--- src/ahb_pkg.sv ---
package ahb_pkg;

    // AHB burst codes. Only WRAP4 is handled as a burst here.
    typedef enum logic [2:0] {
        SINGLE = 3'b000,
        INCR   = 3'b001,
        WRAP4  = 3'b010
    } burst_e;

    typedef enum logic [1:0] {
        IDLE   = 2'b00,
        BUSY   = 2'b01,
        NONSEQ = 2'b10,
        SEQ    = 2'b11
    } trans_e;

    // Address phase from the master.
    typedef struct packed {
        logic        hsel;
        logic [31:0] haddr;
        trans_e      htrans;
        logic        hwrite;
        burst_e      hburst;
    } ahb_req_t;

    typedef struct packed {
        logic [31:0] hrdata;
        logic        hreadyout;
        logic        hresp; // 0 is OKAY.
    } ahb_rsp_t;

    // One accepted beat, handed to the data phase.
    typedef struct packed {
        logic        valid;
        logic        write;
        logic        is_cfg;
        logic [29:0] word_addr;
    } beat_t;

    typedef struct packed {
        logic [1:0] wait_states;
    } cfg_t;

    localparam logic [31:0] CFG_ADDR = 32'h0000_1000; // At or above selects the register.
    localparam int WRAP_BYTES = 16;

endpackage

--- src/ahb_data_ctrl.sv ---
`timescale 1ns/1ps

module ahb_data_ctrl (
    input  logic              clk,
    input  logic              rstn,
    input  ahb_pkg::beat_t    beat,
    input  ahb_pkg::cfg_t     cfg,
    input  logic [31:0]       hwdata,
    input  logic [31:0]       mem_rdata,
    output logic              mem_we,
    output logic [29:0]       mem_addr,
    output logic [31:0]       mem_wdata,
    output logic              cfg_we,
    output logic [31:0]       cfg_wdata,
    output ahb_pkg::ahb_rsp_t rsp
);

    logic [1:0] wait_cnt;
    logic       stall;
    logic       done;
    logic       wr_done;

    // Wait until the counter reaches the programmed count.
    assign stall   = beat.valid && (wait_cnt < cfg.wait_states);
    assign done    = beat.valid && !stall;
    assign wr_done = done && beat.write;

    always_ff @(posedge clk or negedge rstn) begin
        if (!rstn) begin
            wait_cnt <= 2'd0;
        end else if (done) begin
            wait_cnt <= 2'd0; // Next beat starts fresh.
        end else if (stall) begin
            wait_cnt <= wait_cnt + 2'd1;
        end
    end

    assign mem_addr  = beat.word_addr;
    assign mem_wdata = hwdata;
    assign mem_we    = wr_done && !beat.is_cfg;

    assign cfg_wdata = hwdata;
    assign cfg_we    = wr_done && beat.is_cfg;

    // Read data comes straight off the SRAM or the register.
    always_comb begin
        rsp.hreadyout = !stall;
        rsp.hresp     = 1'b0;
        if (beat.is_cfg) begin
            rsp.hrdata = 32'(cfg.wait_states);
        end else begin
            rsp.hrdata = mem_rdata;
        end
    end

endmodule

--- config.mk ---
export PLATFORM = sky130hd
export DESIGN_NAME = ahb_data_ctrl
export DESIGN_NICKNAME = d
export VERILOG_FILES = /design/src/ahb_pkg.sv /design/src/ahb_data_ctrl.sv
export SDC_FILE = /design/constraint.sdc
export NUM_CORES = 1
export LEC_CHECK = 0
export ABC_AREA = 1
export BUFFER_PORTS_ARGS = -buffer_cell sky130_fd_sc_hd__clkbuf_2
export CAP_MARGIN = 20
export CORE_AREA = 2 2 90 92
export DETAILED_ROUTE_END_ITERATION = 10
export DIE_AREA = 0 0 92 94
export PLACE_DENSITY = 0.54
export SLEW_MARGIN = 10
export SYNTH_ARGS = -nofsm -noshare
export SYNTH_HDL_FRONTEND = slang
export SYNTH_SLANG_ARGS = --single-unit
--- constraint.sdc ---
create_clock -name clk -period 1.05 [get_ports clk]
set_input_delay 0.105 -clock clk [delete_from_list [all_inputs] [get_ports clk]]
set_output_delay 0.105 -clock clk [all_outputs]
set_load 0.1 [all_outputs]
**Word level (Yosys, flattened, before mapping)**

Index checks and enable logic that the tools add are counted.

- $add $sub $neg: 1
- Magnitude comparators: 1
- Mux-type cells: 3
- Reduce and logical (&&, ||, !) cells: 8

Operators by type and width:

| cell | number |
|---|---|
| $mux 32 | 1 |
| $logic_and 1x1->1 | 5 |
| $mux 2 | 2 |
| $add 2x1->2 const B | 1 |
| $logic_not 1->1 | 2 |
| $lt 2x2->1 | 1 |
| $reduce_bool 2->1 | 1 |

- Flip-flop bits (word level): 2
- Input bits: 101
- Output and inout bits: 130

**Depth between registers and ports, before layout**

- Depth in word-level cells: 6
- Mapped depth: 6
- Gate-level depth less buffers: 6

**Worst setup path after synthesis**

Ideal clock, no wire load.

- Path kind: input port to output port
- From: input port beat[30] in the netlist's numbering
- To: output port rsp[3] in the netlist's numbering
- Arrival time: 2.413 ns
- Setup slack: -1.468 ns
- Cell stages on the path: 3
- Path buffers: 1
- Path through: buf_2 -> inv_1 -> o21ai_0

RTL lines:

| item | RTL line | RTL |
|---|---|---|
| from (decl) | ahb_data_ctrl.sv:6 | `input ahb_pkg::beat_t beat,` |
| to (decl) | ahb_data_ctrl.sv:15 | `output ahb_pkg::ahb_rsp_t rsp` |

**Worst setup path in the final report**

- From: register wait_cnt[1]
- To: output port mem_we

- Longest elaborated chain between the ends: 6

Ends and longest elaborated chain:

| item | RTL line | RTL |
|---|---|---|
| from (decl) | ahb_data_ctrl.sv:18 | `logic [1:0] wait_cnt;` |
| from (signal assigned) | ahb_data_ctrl.sv:34 | `wait_cnt <= wait_cnt + 2'd1;` |
| $lt 2x2->1 | ahb_data_ctrl.sv:24 | `assign stall = beat.valid && (wait_cnt < cfg.wait_states);` |
| $logic_and 1x1->1 | ahb_data_ctrl.sv:24 |  |
| $logic_not 1->1 | ahb_data_ctrl.sv:25 | `assign done = beat.valid && !stall;` |
| $logic_and 1x1->1 | ahb_data_ctrl.sv:25 |  |
| $logic_and 1x1->1 | ahb_data_ctrl.sv:26 | `assign wr_done = done && beat.write;` |
| $logic_and 1x1->1 | ahb_data_ctrl.sv:40 | `assign mem_we = wr_done && !beat.is_cfg;` |
| to (decl) | ahb_data_ctrl.sv:10 | `output logic mem_we,` |

Every way passes these cells.

==> impl_metrics.tcl <==
set metrics [dict create \
    critical_path_class "flop to primary output" \
    clk-insertion-delay-late_ns 0.21 \
    grt_setup_unrepaired "true" \
    largest_reg_flops 2 \
    startpoint "wait_cnt[1]$_DFFE_PN0P_" \
    syn_area_sq_um 1127 \
    crit_fanout 2 \
    worst_ir_drop_vdd_mv 0.3156 \
    setup_total_negative_slack_ns -1.584 \
    leakage_nw 0.8800 \
    seq_area_frac_synth_pct 4.440 \
    combinationalPowerShare_pct 79.4 \
    holdCritPathClass "primary input to flop" \
    switchingPower_w 0.001102 \
    vias_per_cell 3.165 \
    synth_area_leaders "sky130_fd_sc_hd__buf_4, sky130_fd_sc_hd__inv_1, sky130_fd_sc_hd__nor2_1" \
    die_area_sq_um 8648 \
    power.clock.fraction_pct 14.4 \
    internal-power_w 0.0009838 \
    clock_tree.root_cell "sky130_fd_sc_hd__clkbuf_8" \
    synth.yosys.warnings 0 \
    rr_endpoint "wait_cnt[1]$_DFFE_PN0P_" \
    netlist-cell-type-count 15 \
    cts_buffers 3 \
    cp-start-kind "flop" \
    crit_path_end "mem_we" \
    clock-sinks 2 \
    placement.io_buffers 73 \
    min_delay_path_depth 2 \
    worstPathArrival_ns 1.41 \
    path_clk_slew_ns 0.03 \
    synth_nets 287 \
    crit-reg2reg-launch "wait_cnt[1]$_DFFE_PN0P_" \
    totalPowerFinal_w 0.002086 \
    antenna_nets_post_route 0 \
    fin_crit_ns 1.519 \
    maximum_number_of_pins_on_one_net_before_global_route_repair 26 \
    number_of_global_route_vias_before_repair 943 \
    detail_route.iter0.violations 3 \
    design.portCount 231 \
    ff_to_ff_setup_slack_ns -0.23 \
    fmax_ghz 0.6582 \
    clockBufferDepth 2 \
    synth_area_per_cell_sq_um 6.094 \
    detail_route.wl_per_cell_microns 10.60 \
    sequentialPowerShare_pct 6.2 \
    synthesis.instances 185 \
    failed_checks "setup timing" \
    final.period_utilization_pct 144.7 \
    ys_seq_elements 2 \
    drtPass1Iterations 2 \
    minimum_setup_slack_in_the_final_design_ns -0.4693 \
    route.final.wire_length_mm 2.894 \
    globalplace.congestion 0.5986 \
    layout-area-overhead-vs-synth_pct 60.27 \
    global_route.overflow_total 0 \
    registers.top_by_ff_count "wait_cnt" \
    power.switching_fraction_pct 52.84 \
    timing.final.max_slew_violations 0 \
    row_count 32 \
    clock_skew_ns 0.003663 \
    critical_path.endpoint_type "primary output" \
    htree_num_levels 1 \
    crit_path_required_time_ns 0.94 \
    dp_hpwl_mm 2.599 \
    cells_on_worst_reg2reg_path 6 \
    post_route_cells_drive_above_1_share_pct 72.51 \
    die_h_microns 94 \
    grt_pass1_wl_mm 4.526 \
    biggestRegsByFlops "wait_cnt (2)" \
    route.detailed.drc 0 \
    synth_top_area_share_pct 63.26 \
    design.final.nets 275 \
    finalSetupViolCount 5 \
    max_cap_violations 0 \
    initial_utilization_pct 14.82 \
    cts_tree "done" \
    die-width_microns 92 \
    grt_antenna_before_repair 0 \
    power.density_nw_per_um2 1154 \
    synth_area_leader_cell "sky130_fd_sc_hd__buf_4" \
    status "complete, but fails checks" \
    grt.total_usage_pct 6.479 \
    placeableCoreArea_sq_um 7607 \
    antenna_diode_count 0 \
    hold_viol 0 \
    via_count 864 \
]
[layer usage]
metal | wire length [microns] | up-vias | global-route usage, %
met5 | 0 | - | 0
met4 | 255 | 0 | 6.343
met3 | 437 | 32 | 2.970
met2 | 1439 | 75 | 11.15
met1 | 761 | 357 | 5.451
li1 | - | 400 | -
[synth_stat cells]
master                    instances
sky130_fd_sc_hd__nand2_2          2
sky130_fd_sc_hd__o21ai_0          1
sky130_fd_sc_hd__or2_2            1
sky130_fd_sc_hd__nand2_1          7
sky130_fd_sc_hd__nand3_1          2
sky130_fd_sc_hd__conb_1           1
sky130_fd_sc_hd__buf_4           95
sky130_fd_sc_hd__nand4_1          1
sky130_fd_sc_hd__dfrtp_1          2
sky130_fd_sc_hd__a21oi_1          1
sky130_fd_sc_hd__buf_2            4
sky130_fd_sc_hd__nor2_1          32
sky130_fd_sc_hd__inv_1           34
sky130_fd_sc_hd__ha_1             1
sky130_fd_sc_hd__xor2_1           1
[cells in the final DEF, fill, tap and decap left out, types with 2 or more instances in the layout]
master / count
sky130_fd_sc_hd__buf_12: 36
sky130_fd_sc_hd__nor2_4: 32
sky130_fd_sc_hd__clkbuf_8: 3
sky130_fd_sc_hd__nand2_1: 6
sky130_fd_sc_hd__dfrtp_1: 2
sky130_fd_sc_hd__buf_4: 8
sky130_fd_sc_hd__inv_1: 34
sky130_fd_sc_hd__clkbuf_2: 37
sky130_fd_sc_hd__nand2_2: 3
[area by class of cell]
cell class | instances | area, sq um
Clock buffer | 3 | 41.29
Tap cell | 102 | 127.6
Inverter | 34 | 127.6
Multi-Input combinational cell | 50 | 484.2
Timing Repair Buffer | 82 | 975.9
Sequential cell | 2 | 50.05
Fill cell | 843 | 5801
[power by group through the flow]
stage          sequential (W)  clock [W]  combinational [W]
6_report             0.000130   0.000301            0.00166
4_1_cts              0.000129   0.000308            0.00162
5_1_grt              0.000133   0.000318            0.00173
3_5_place_dp         0.000130          0            0.00159
3_3_place_gp         0.000128          0            0.00157
2_1_floorplan        0.000130          0            0.00269
[worst max-delay path: stages (launching register included)]
cell and delay, ns:
sky130_fd_sc_hd__dfrtp_1 0.37, sky130_fd_sc_hd__ha_1 0.29, sky130_fd_sc_hd__nand2_2 0.07, sky130_fd_sc_hd__nand2_2 0.08, sky130_fd_sc_hd__nand3_4 0.09, sky130_fd_sc_hd__nor2_4 0.12
sky130_fd_sc_hd__buf_12 0.18
[per-stage QoR]
step	setup WS, ns	utilization, %	instances	hold slack (ns)	area, sq um
after floorplan	-0.4473	-	185	-0.1906	1406
after global placement	-0.2398	22.83	267	-0.1008	1737
after detailed placement	-0.2706	22.83	267	-0.1016	1737
after CTS	-0.4727	23.60	272	0.2101	1795
after global routing	-0.5133	23.75	273	0.2014	1807
final	-0.4693	23.75	273	0.1965	1807
[repair_timing]
item / in CTS / in global routing
resized for setup: 0 / 1
pin swaps: 1 / 1
setup endpoints to repair: 4 / 5
buffers inserted: 1 / 1
hold buffers: 1 / 0
endpoints found under the hold margin: 2 / 0
[how the worst min path moves through the flow]
stage	slack [ns]	to	start
finish	0.20	wait_cnt[1]$_DFFE_PN0P_	beat[32]
global route	0.20	wait_cnt[1]$_DFFE_PN0P_	beat[32]
CTS	0.21	wait_cnt[1]$_DFFE_PN0P_	beat[32]
detailed placement	-0.10	wait_cnt[0]$_DFFE_PN0P_	rstn
global placement	-0.10	wait_cnt[0]$_DFFE_PN0P_	rstn
floorplan	-0.19	wait_cnt[0]$_DFFE_PN0P_	rstn
[kinds of logic after synthesis]
family	share of synthesized area, %
buffers and inverters	76.36
adders and majority gates	1.110
other	0.3326
DFF	4.440
AOI/OAI and AO/OA	0.8871
xor gates and xnor gates	0.7771
and+or+nand+nor	16.09
No activity file was read; power rests on OpenSTA's default activity.
