`src/ahb_pkg.sv`:
```
package ahb_pkg;

    // AHB burst codes. Only WRAP4 is handled as a burst here.
    typedef enum logic [2:0] {
        SINGLE = 3'b000,
        INCR   = 3'b001,
        WRAP4  = 3'b010
    } burst_e;

    typedef enum logic [1:0] {
        IDLE   = 2'b00,
        BUSY   = 2'b01,
        NONSEQ = 2'b10,
        SEQ    = 2'b11
    } trans_e;

    // Address phase from the master.
    typedef struct packed {
        logic        hsel;
        logic [31:0] haddr;
        trans_e      htrans;
        logic        hwrite;
        burst_e      hburst;
    } ahb_req_t;

    typedef struct packed {
        logic [31:0] hrdata;
        logic        hreadyout;
        logic        hresp; // 0 is OKAY.
    } ahb_rsp_t;

    // One accepted beat, handed to the data phase.
    typedef struct packed {
        logic        valid;
        logic        write;
        logic        is_cfg;
        logic [29:0] word_addr;
    } beat_t;

    typedef struct packed {
        logic [1:0] wait_states;
    } cfg_t;

    localparam logic [31:0] CFG_ADDR = 32'h0000_1000; // At or above selects the register.
    localparam int WRAP_BYTES = 16;

endpackage

```
`src/ahb_burst_addr.sv`:
```
`timescale 1ns/1ps

module ahb_burst_addr #(
    parameter int MEM_WORDS = 256
) (
    input  logic             clk,
    input  logic             rstn,
    input  ahb_pkg::ahb_req_t req,
    input  logic             hready,
    output ahb_pkg::beat_t   beat
);

    localparam int AW    = $clog2(MEM_WORDS);
    localparam int OFS_W = $clog2(ahb_pkg::WRAP_BYTES);

    logic              accept;
    logic              is_nonseq;
    logic              seq_wrap;
    logic              wrap_on;
    logic [1:0]        beat_cnt;
    logic [31:0]       wrap_base;
    logic [OFS_W-1:0]  wrap_ofs;
    logic [OFS_W-1:0]  ofs_nxt;
    logic [31:0]       byte_addr;
    logic [29:0]       word_addr;

    assign is_nonseq = (req.htrans == ahb_pkg::NONSEQ);
    assign accept    = req.hsel && hready && (is_nonseq || req.htrans == ahb_pkg::SEQ);

    // SEQ beats of a live WRAP4 burst take the generated address.
    assign seq_wrap  = !is_nonseq && wrap_on && (beat_cnt != 2'd3);
    assign ofs_nxt   = wrap_ofs + OFS_W'(4); // Rolls over at the window edge.
    assign byte_addr = seq_wrap ? (wrap_base | 32'(ofs_nxt)) : req.haddr;

    // MEM_WORDS is a power of two, so masking keeps the index in range.
    assign word_addr = 30'(byte_addr[AW+1:2]);

    always_ff @(posedge clk or negedge rstn) begin
        if (!rstn) begin
            wrap_on  <= 1'b0;
            beat_cnt <= 2'd0;
        end else if (accept) begin
            if (is_nonseq) begin
                wrap_on  <= (req.hburst == ahb_pkg::WRAP4);
                beat_cnt <= 2'd0;
            end else if (seq_wrap) begin
                beat_cnt <= beat_cnt + 2'd1;
            end
        end
    end

    // Window base and offset within it.
    always_ff @(posedge clk) begin
        if (accept && is_nonseq) begin
            wrap_base <= req.haddr & ~32'(ahb_pkg::WRAP_BYTES - 1);
            wrap_ofs  <= req.haddr[OFS_W-1:0];
        end else if (accept && seq_wrap) begin
            wrap_ofs  <= ofs_nxt;
        end
    end

    // Beat holds through wait states, since nothing is accepted then.
    always_ff @(posedge clk or negedge rstn) begin
        if (!rstn) begin
            beat <= '0;
        end else if (hready) begin
            beat.valid <= accept;
            if (accept) begin
                beat.write     <= req.hwrite;
                beat.is_cfg    <= (byte_addr >= ahb_pkg::CFG_ADDR);
                beat.word_addr <= word_addr;
            end
        end
    end

endmodule

```
`config.mk`:
```
export PLATFORM = sky130hd
export DESIGN_NAME = ahb_burst_addr
export DESIGN_NICKNAME = d
export VERILOG_FILES = /design/src/ahb_pkg.sv /design/src/ahb_burst_addr.sv
export SDC_FILE = /design/constraint.sdc
export NUM_CORES = 1
export LEC_CHECK = 0
export ABC_AREA = 1
export ABC_CLOCK_PERIOD_IN_PS = 1540
export BUFFER_PORTS_ARGS = -buffer_cell sky130_fd_sc_hd__buf_2
export CORE_MARGIN = 2
export CORE_UTILIZATION = 40
export CTS_BUF_LIST = sky130_fd_sc_hd__clkbuf_8
export CTS_CLUSTER_SIZE = 25
export DETAILED_ROUTE_END_ITERATION = 16
export HOLD_SLACK_MARGIN = 0.15
export PLACE_DENSITY = 0.68
export SLEW_MARGIN = 10
export SYNTH_ARGS = -nofsm -noshare
export SYNTH_HDL_FRONTEND = slang
export SYNTH_SLANG_ARGS = --single-unit
```
`constraint.sdc`:
```
create_clock -name clk -period 1.54 [get_ports clk]
set_input_delay 0.077 -clock clk [delete_from_list [all_inputs] [get_ports clk]]
set_output_delay 0.077 -clock clk [all_outputs]
set_load 0.01 [all_outputs]
```
### After elaboration in Yosys (flattened, before gate mapping)

Index checks and enable logic that the tools add are counted.

| operators by class | value |
|---|---|
| $add $sub $neg | 2 |
| multiply operators | 0 |
| divide/modulo/power cells | 0 |
| magnitude comparators | 1 |
| eq/ne operators | 4 |
| shift operators | 0 |
| mux-type cells | 5 |
| bitwise operators | 1 |
| reductions and logical operators | 13 |

Operator list:

| cell | number |
|---|---|
| >= comparator 32 x 13 -> 1 bit, second input constant | 1 |
| two-way mux 32 bit | 1 |
| OR 32 x 4 -> 32 bit | 1 |
| two-way mux 4 bit | 2 |
| logical AND 1 bit | 6 |
| AND reduction 2 bit | 3 |
| adder 4 x 3 -> 4 bit, second input constant | 1 |
| equality test 2 bit, second input constant | 2 |
| two-way mux 2 bit | 2 |
| nonzero test 2 bit | 2 |
| equality test 3 x 2 -> 1 bit, second input constant | 1 |
| adder 2 x 1 -> 2 bit, second input constant | 1 |
| inequality test 2 bit, second input constant | 1 |
| zero test 1 bit | 1 |
| logical OR 1 bit | 1 |

| storage, ports and cells | value |
|---|---|
| flip-flop bits (word level) | 46 |
| bits in latches | 0 |
| memory bits (writable) | 0 |
| bits in read-only memories | 0 |
| input bits | 42 |
| output and inout port bits | 33 |
| word-level logic and storage cells | 34 |
| memories kept | 0 |

### Depth between registers and ports, before layout

| depth | value |
|---|---|
| word-level depth | 7 |
| depth in mapped cells | 8 |

### Least setup slack after synthesis

No wires, ideal clock.

| timing path | value |
|---|---|
| path kind | register to register |
| start | register beat_cnt[0] |
| end | register wrap_ofs[2], enable pin |
| setup time | 0.297 ns |
| arrival time | 1.050 ns |
| data required time | 1.243 ns |
| slack | 0.193 ns |
| cell stages (with the launch flop) | 7 |
| path buffers | 0 |
| clock period less this slack | 1.347 ns |
| cell sequence | dfrtp_1 > ha_1 > inv_1 > nand2_1 > nor2_4 > nand2_1 > nand2_2 |

| between the ends | value |
|---|---|
| cells in the longest elaborated chain, start to end | 4 |

RTL lines:

| element | RTL line | RTL |
|---|---|---|
| start, declared | ahb_burst_addr.sv:20 | `logic [1:0] beat_cnt;` |
| start signal, assigned | ahb_burst_addr.sv:47 | `beat_cnt <= beat_cnt + 2'd1;` |
| inequality test 2 bit | ahb_burst_addr.sv:31 | `assign seq_wrap = !is_nonseq && wrap_on && (beat_cnt != 2'd3);` |
| logical AND 1 bit | ahb_burst_addr.sv:31 |  |
| logical AND 1 bit | ahb_burst_addr.sv:57 | `end else if (accept && seq_wrap) begin` |
| nonzero test 2 bit (no source line) | - |  |
| end signal, assigned | ahb_burst_addr.sv:56 | `wrap_ofs <= req.haddr[OFS_W-1:0];` |
| end signal, assigned | ahb_burst_addr.sv:58 | `wrap_ofs <= ofs_nxt;` |
| end, declared | ahb_burst_addr.sv:22 | `logic [OFS_W-1:0] wrap_ofs;` |

No other way between the ends.
A chain may end at the register's enable or synchronous reset.

### Worst setup path after layout

| timing path | value |
|---|---|
| start | input port hready |
| end | register wrap_base[19], enable pin |

| between the ends | value |
|---|---|
| cells in the longest elaborated chain, start to end | 3 |

RTL lines:

| element | RTL line | RTL |
|---|---|---|
| start, declared | ahb_burst_addr.sv:9 | `input logic hready,` |
| logical AND 1 bit (2 in a row) | ahb_burst_addr.sv:28 | `assign accept = req.hsel && hready && (is_nonseq \|\| req.htrans == ahb_pkg::SEQ);` |
| logical AND 1 bit | ahb_burst_addr.sv:54 | `if (accept && is_nonseq) begin` |
| end signal, assigned | ahb_burst_addr.sv:55 | `wrap_base <= req.haddr & ~32'(ahb_pkg::WRAP_BYTES - 1);` |
| end, declared | ahb_burst_addr.sv:21 | `logic [31:0] wrap_base;` |

No other way between the ends.

==> impl_metrics.ini <==
[outcome]
status = complete, no violations

[synthesis]
synthAdderAreaFrac = 0.00657
synth-simple-area-share = 0.175
avgSynthCellArea_um2 = 10.8
seq_area_frac_synth = 0.625
yosysWarnings = 0
synth-compound-area-share = 0.0696
synth_xor_area_frac = 0.00460
yosys_register_bits = 42
yosysUniqueCellTypes = 23
synth_area_um2 = 1910
synth_top_family_by_area = simple AND/OR/NAND/NOR gates
muxShareOfSynthArea = 0
syn_inst = 176

[finish]
n_antenna_cell = 0
final_common_cell = buf_2
syn_to_final_growth_pct = 35.5
layout.cells.most_common_list = buf_2, nor2_1, dlygate4sd3_1
seqCellArea_um2 = 1190
multi_input_area_um2 = 569
drive_above_1_share = 0.285
fin_nets = 312
nFillCells = 404

[place]
port_buffers = 48
gp_congestion = 0.738
dp_slack_ps = 193
hpwl_um = 2400

[global_routing]
grt_pass1_vias = 1344
grt_max_degree = 16
grt-ovfl-total = 0
grt_pass1_wl_um = 5890
gr-usage-all-layers = 0.148
antenna_found_initial = 0

[setup_path]
critPathKind = in2reg
critPathTopFamily = buffers and inverters
arrival_ps = 1380
crit_path_end_kind = flop
cp_max_fo = 15
rrSetupSlack_ps = 200
crit_path_start_kind = primary input
crit_buf_inv = 3
crit_chain = dlygate4sd3_1 > buf_2 > nand3_4 > nor2_4 > buf_4
critPathMaxStageDelay_ps = 530
crit_path_top_delay_cell = dlygate4sd3_1
required_ps = 1540

[routing]
vias = 1438
route.detailed.drc = 0
viasPerCell = 4.44
drtAntennaViolNets = 0
top_layer = met4
wl_met3_um = 159
wl_met1_um = 1550
drtPass1Iterations = 4
wl_met2_um = 1900
wirelength_um = 3680
dr.first_iter.drc_count = 92
wl_per_cell_um = 11.4

[floorplanning]
dieArea_um2 = 5330
coreArea_um2 = 4660
die_y_um = 73.0
start_util = 0.409
die_w_um = 73.0
rows = 25
ioPinCount = 75

[hold_path]
hp-class = in2reg

[flow_run]
drv_cap = 0

[cts]
cts_tree = built
cts.sinks = 42
clk_pin_slew_ps = 80
clockBufferDepth = 2
cts_buffers = 5
htree_levels = 2
clock_latency_ps = 290
root_buffer = clkbuf_8
ctsResizeCount = 0

[timing]
max_freq_mhz = 722
rsz0062_at_grt = no
final_max_slew_viol_count = 0
period_share = 0.899
finalWorstSetupSlack_ps = 155
setup_tns_ps = 0
finalCriticalPeriod_ps = 1380
finalClockSkew_ps = 3.96
setup_violations = 0
finalHoldViolations = 0

[pwr]
p_per_area_nw_per_um2 = 981
ir_worst_vdd_mv = 0.405
p_leak_nw = 1.13
[metal layers]
layer  vias to the layer above  global-route usage
met1                       666               0.169
met2                        43               0.256
met5                         -                   0
met3                         7              0.0401
met4                         0              0.0679
li1                        722                   -
[timing repair]
item / 4_1_cts / 5_1_grt
hold endpoints to repair: 53 / 0
endpoints found under the setup margin: 0 / 1
buffers inserted: 0 / 3
hold buffers: 34 / 0
[where the power goes]
group / total [mW] / internal [mW] / switching (mW)
clock network: 0.684 / 0.310 / 0.374
logic: 0.479 / 0.226 / 0.253
registers: 1.37 / 1.31 / 0.0559
[per-stage QoR]
stage	instance area [um^2]	instances	hold WS (ps)	util	total power, mW
3_5_place_dp	2130	279	1.09	0.458	1.80
2_1_floorplan	1980	197	-219	-	1.68
3_3_place_gp	2130	279	-5.61	0.458	1.79
6_report	2580	324	193	0.554	2.53
4_1_cts	2560	321	151	0.549	2.55
5_1_grt	2580	324	201	0.554	2.66
[cells by family after synthesis]
kind of cell / count (synthesis)
compound gates: 22
other cells: 1
flops: 42
simple gates: 77
fa+ha+maj: 1
xor+xnor: 1
buf+inv: 32
[sequential cells by signal (all words and copies together), names as in the netlist]
signal / count
wrap_ofs: 2
beat_cnt: 2
beat: 11
wrap_base: 26
wrap_on: 1
[cell type report]
cell class / count / area share
Sequential cell: 42 / 0.461
Clock inverter: 3 / 0.00630
Inverter: 7 / 0.0107
Clock buffer: 5 / 0.0267
Timing Repair Buffer: 90 / 0.248
Tap cell: 54 / 0.0262
Multi-Input combinational cell: 123 / 0.221
[cells in the mapped netlist, drive strengths merged]
master	number	area [um^2]
nand2	33	129
edfxtp	28	841
clkinv	1	5.00
nor2	37	156
buf	25	196
a21oi	2	17.5
conb	1	3.75
dfrtp	14	350
xnor2	1	8.76
nand3	7	47.6
inv	6	22.5
o21ai	20	115
ha	1	12.5
[worst paths after layout]
kind	from	end	depth (start not counted)
setup / recovery	hready	wrap_base[19]	5
hold / removal	req[5]	beat[32]	3
setup reg to reg	beat_cnt[0]	wrap_ofs[2]	6
hold reg to reg	beat[0]	beat[0]	2
max in group asynchronous	rstn	beat_cnt[0]	2
min in group asynchronous	rstn	beat[5]	2
[worst min-delay path: cells and delay by family]
kind            cells  cell delay [ps]
buf+inv             1              130
simple gates        1              130
compound gates      1              100
Power figures use the tool's default switching activity.
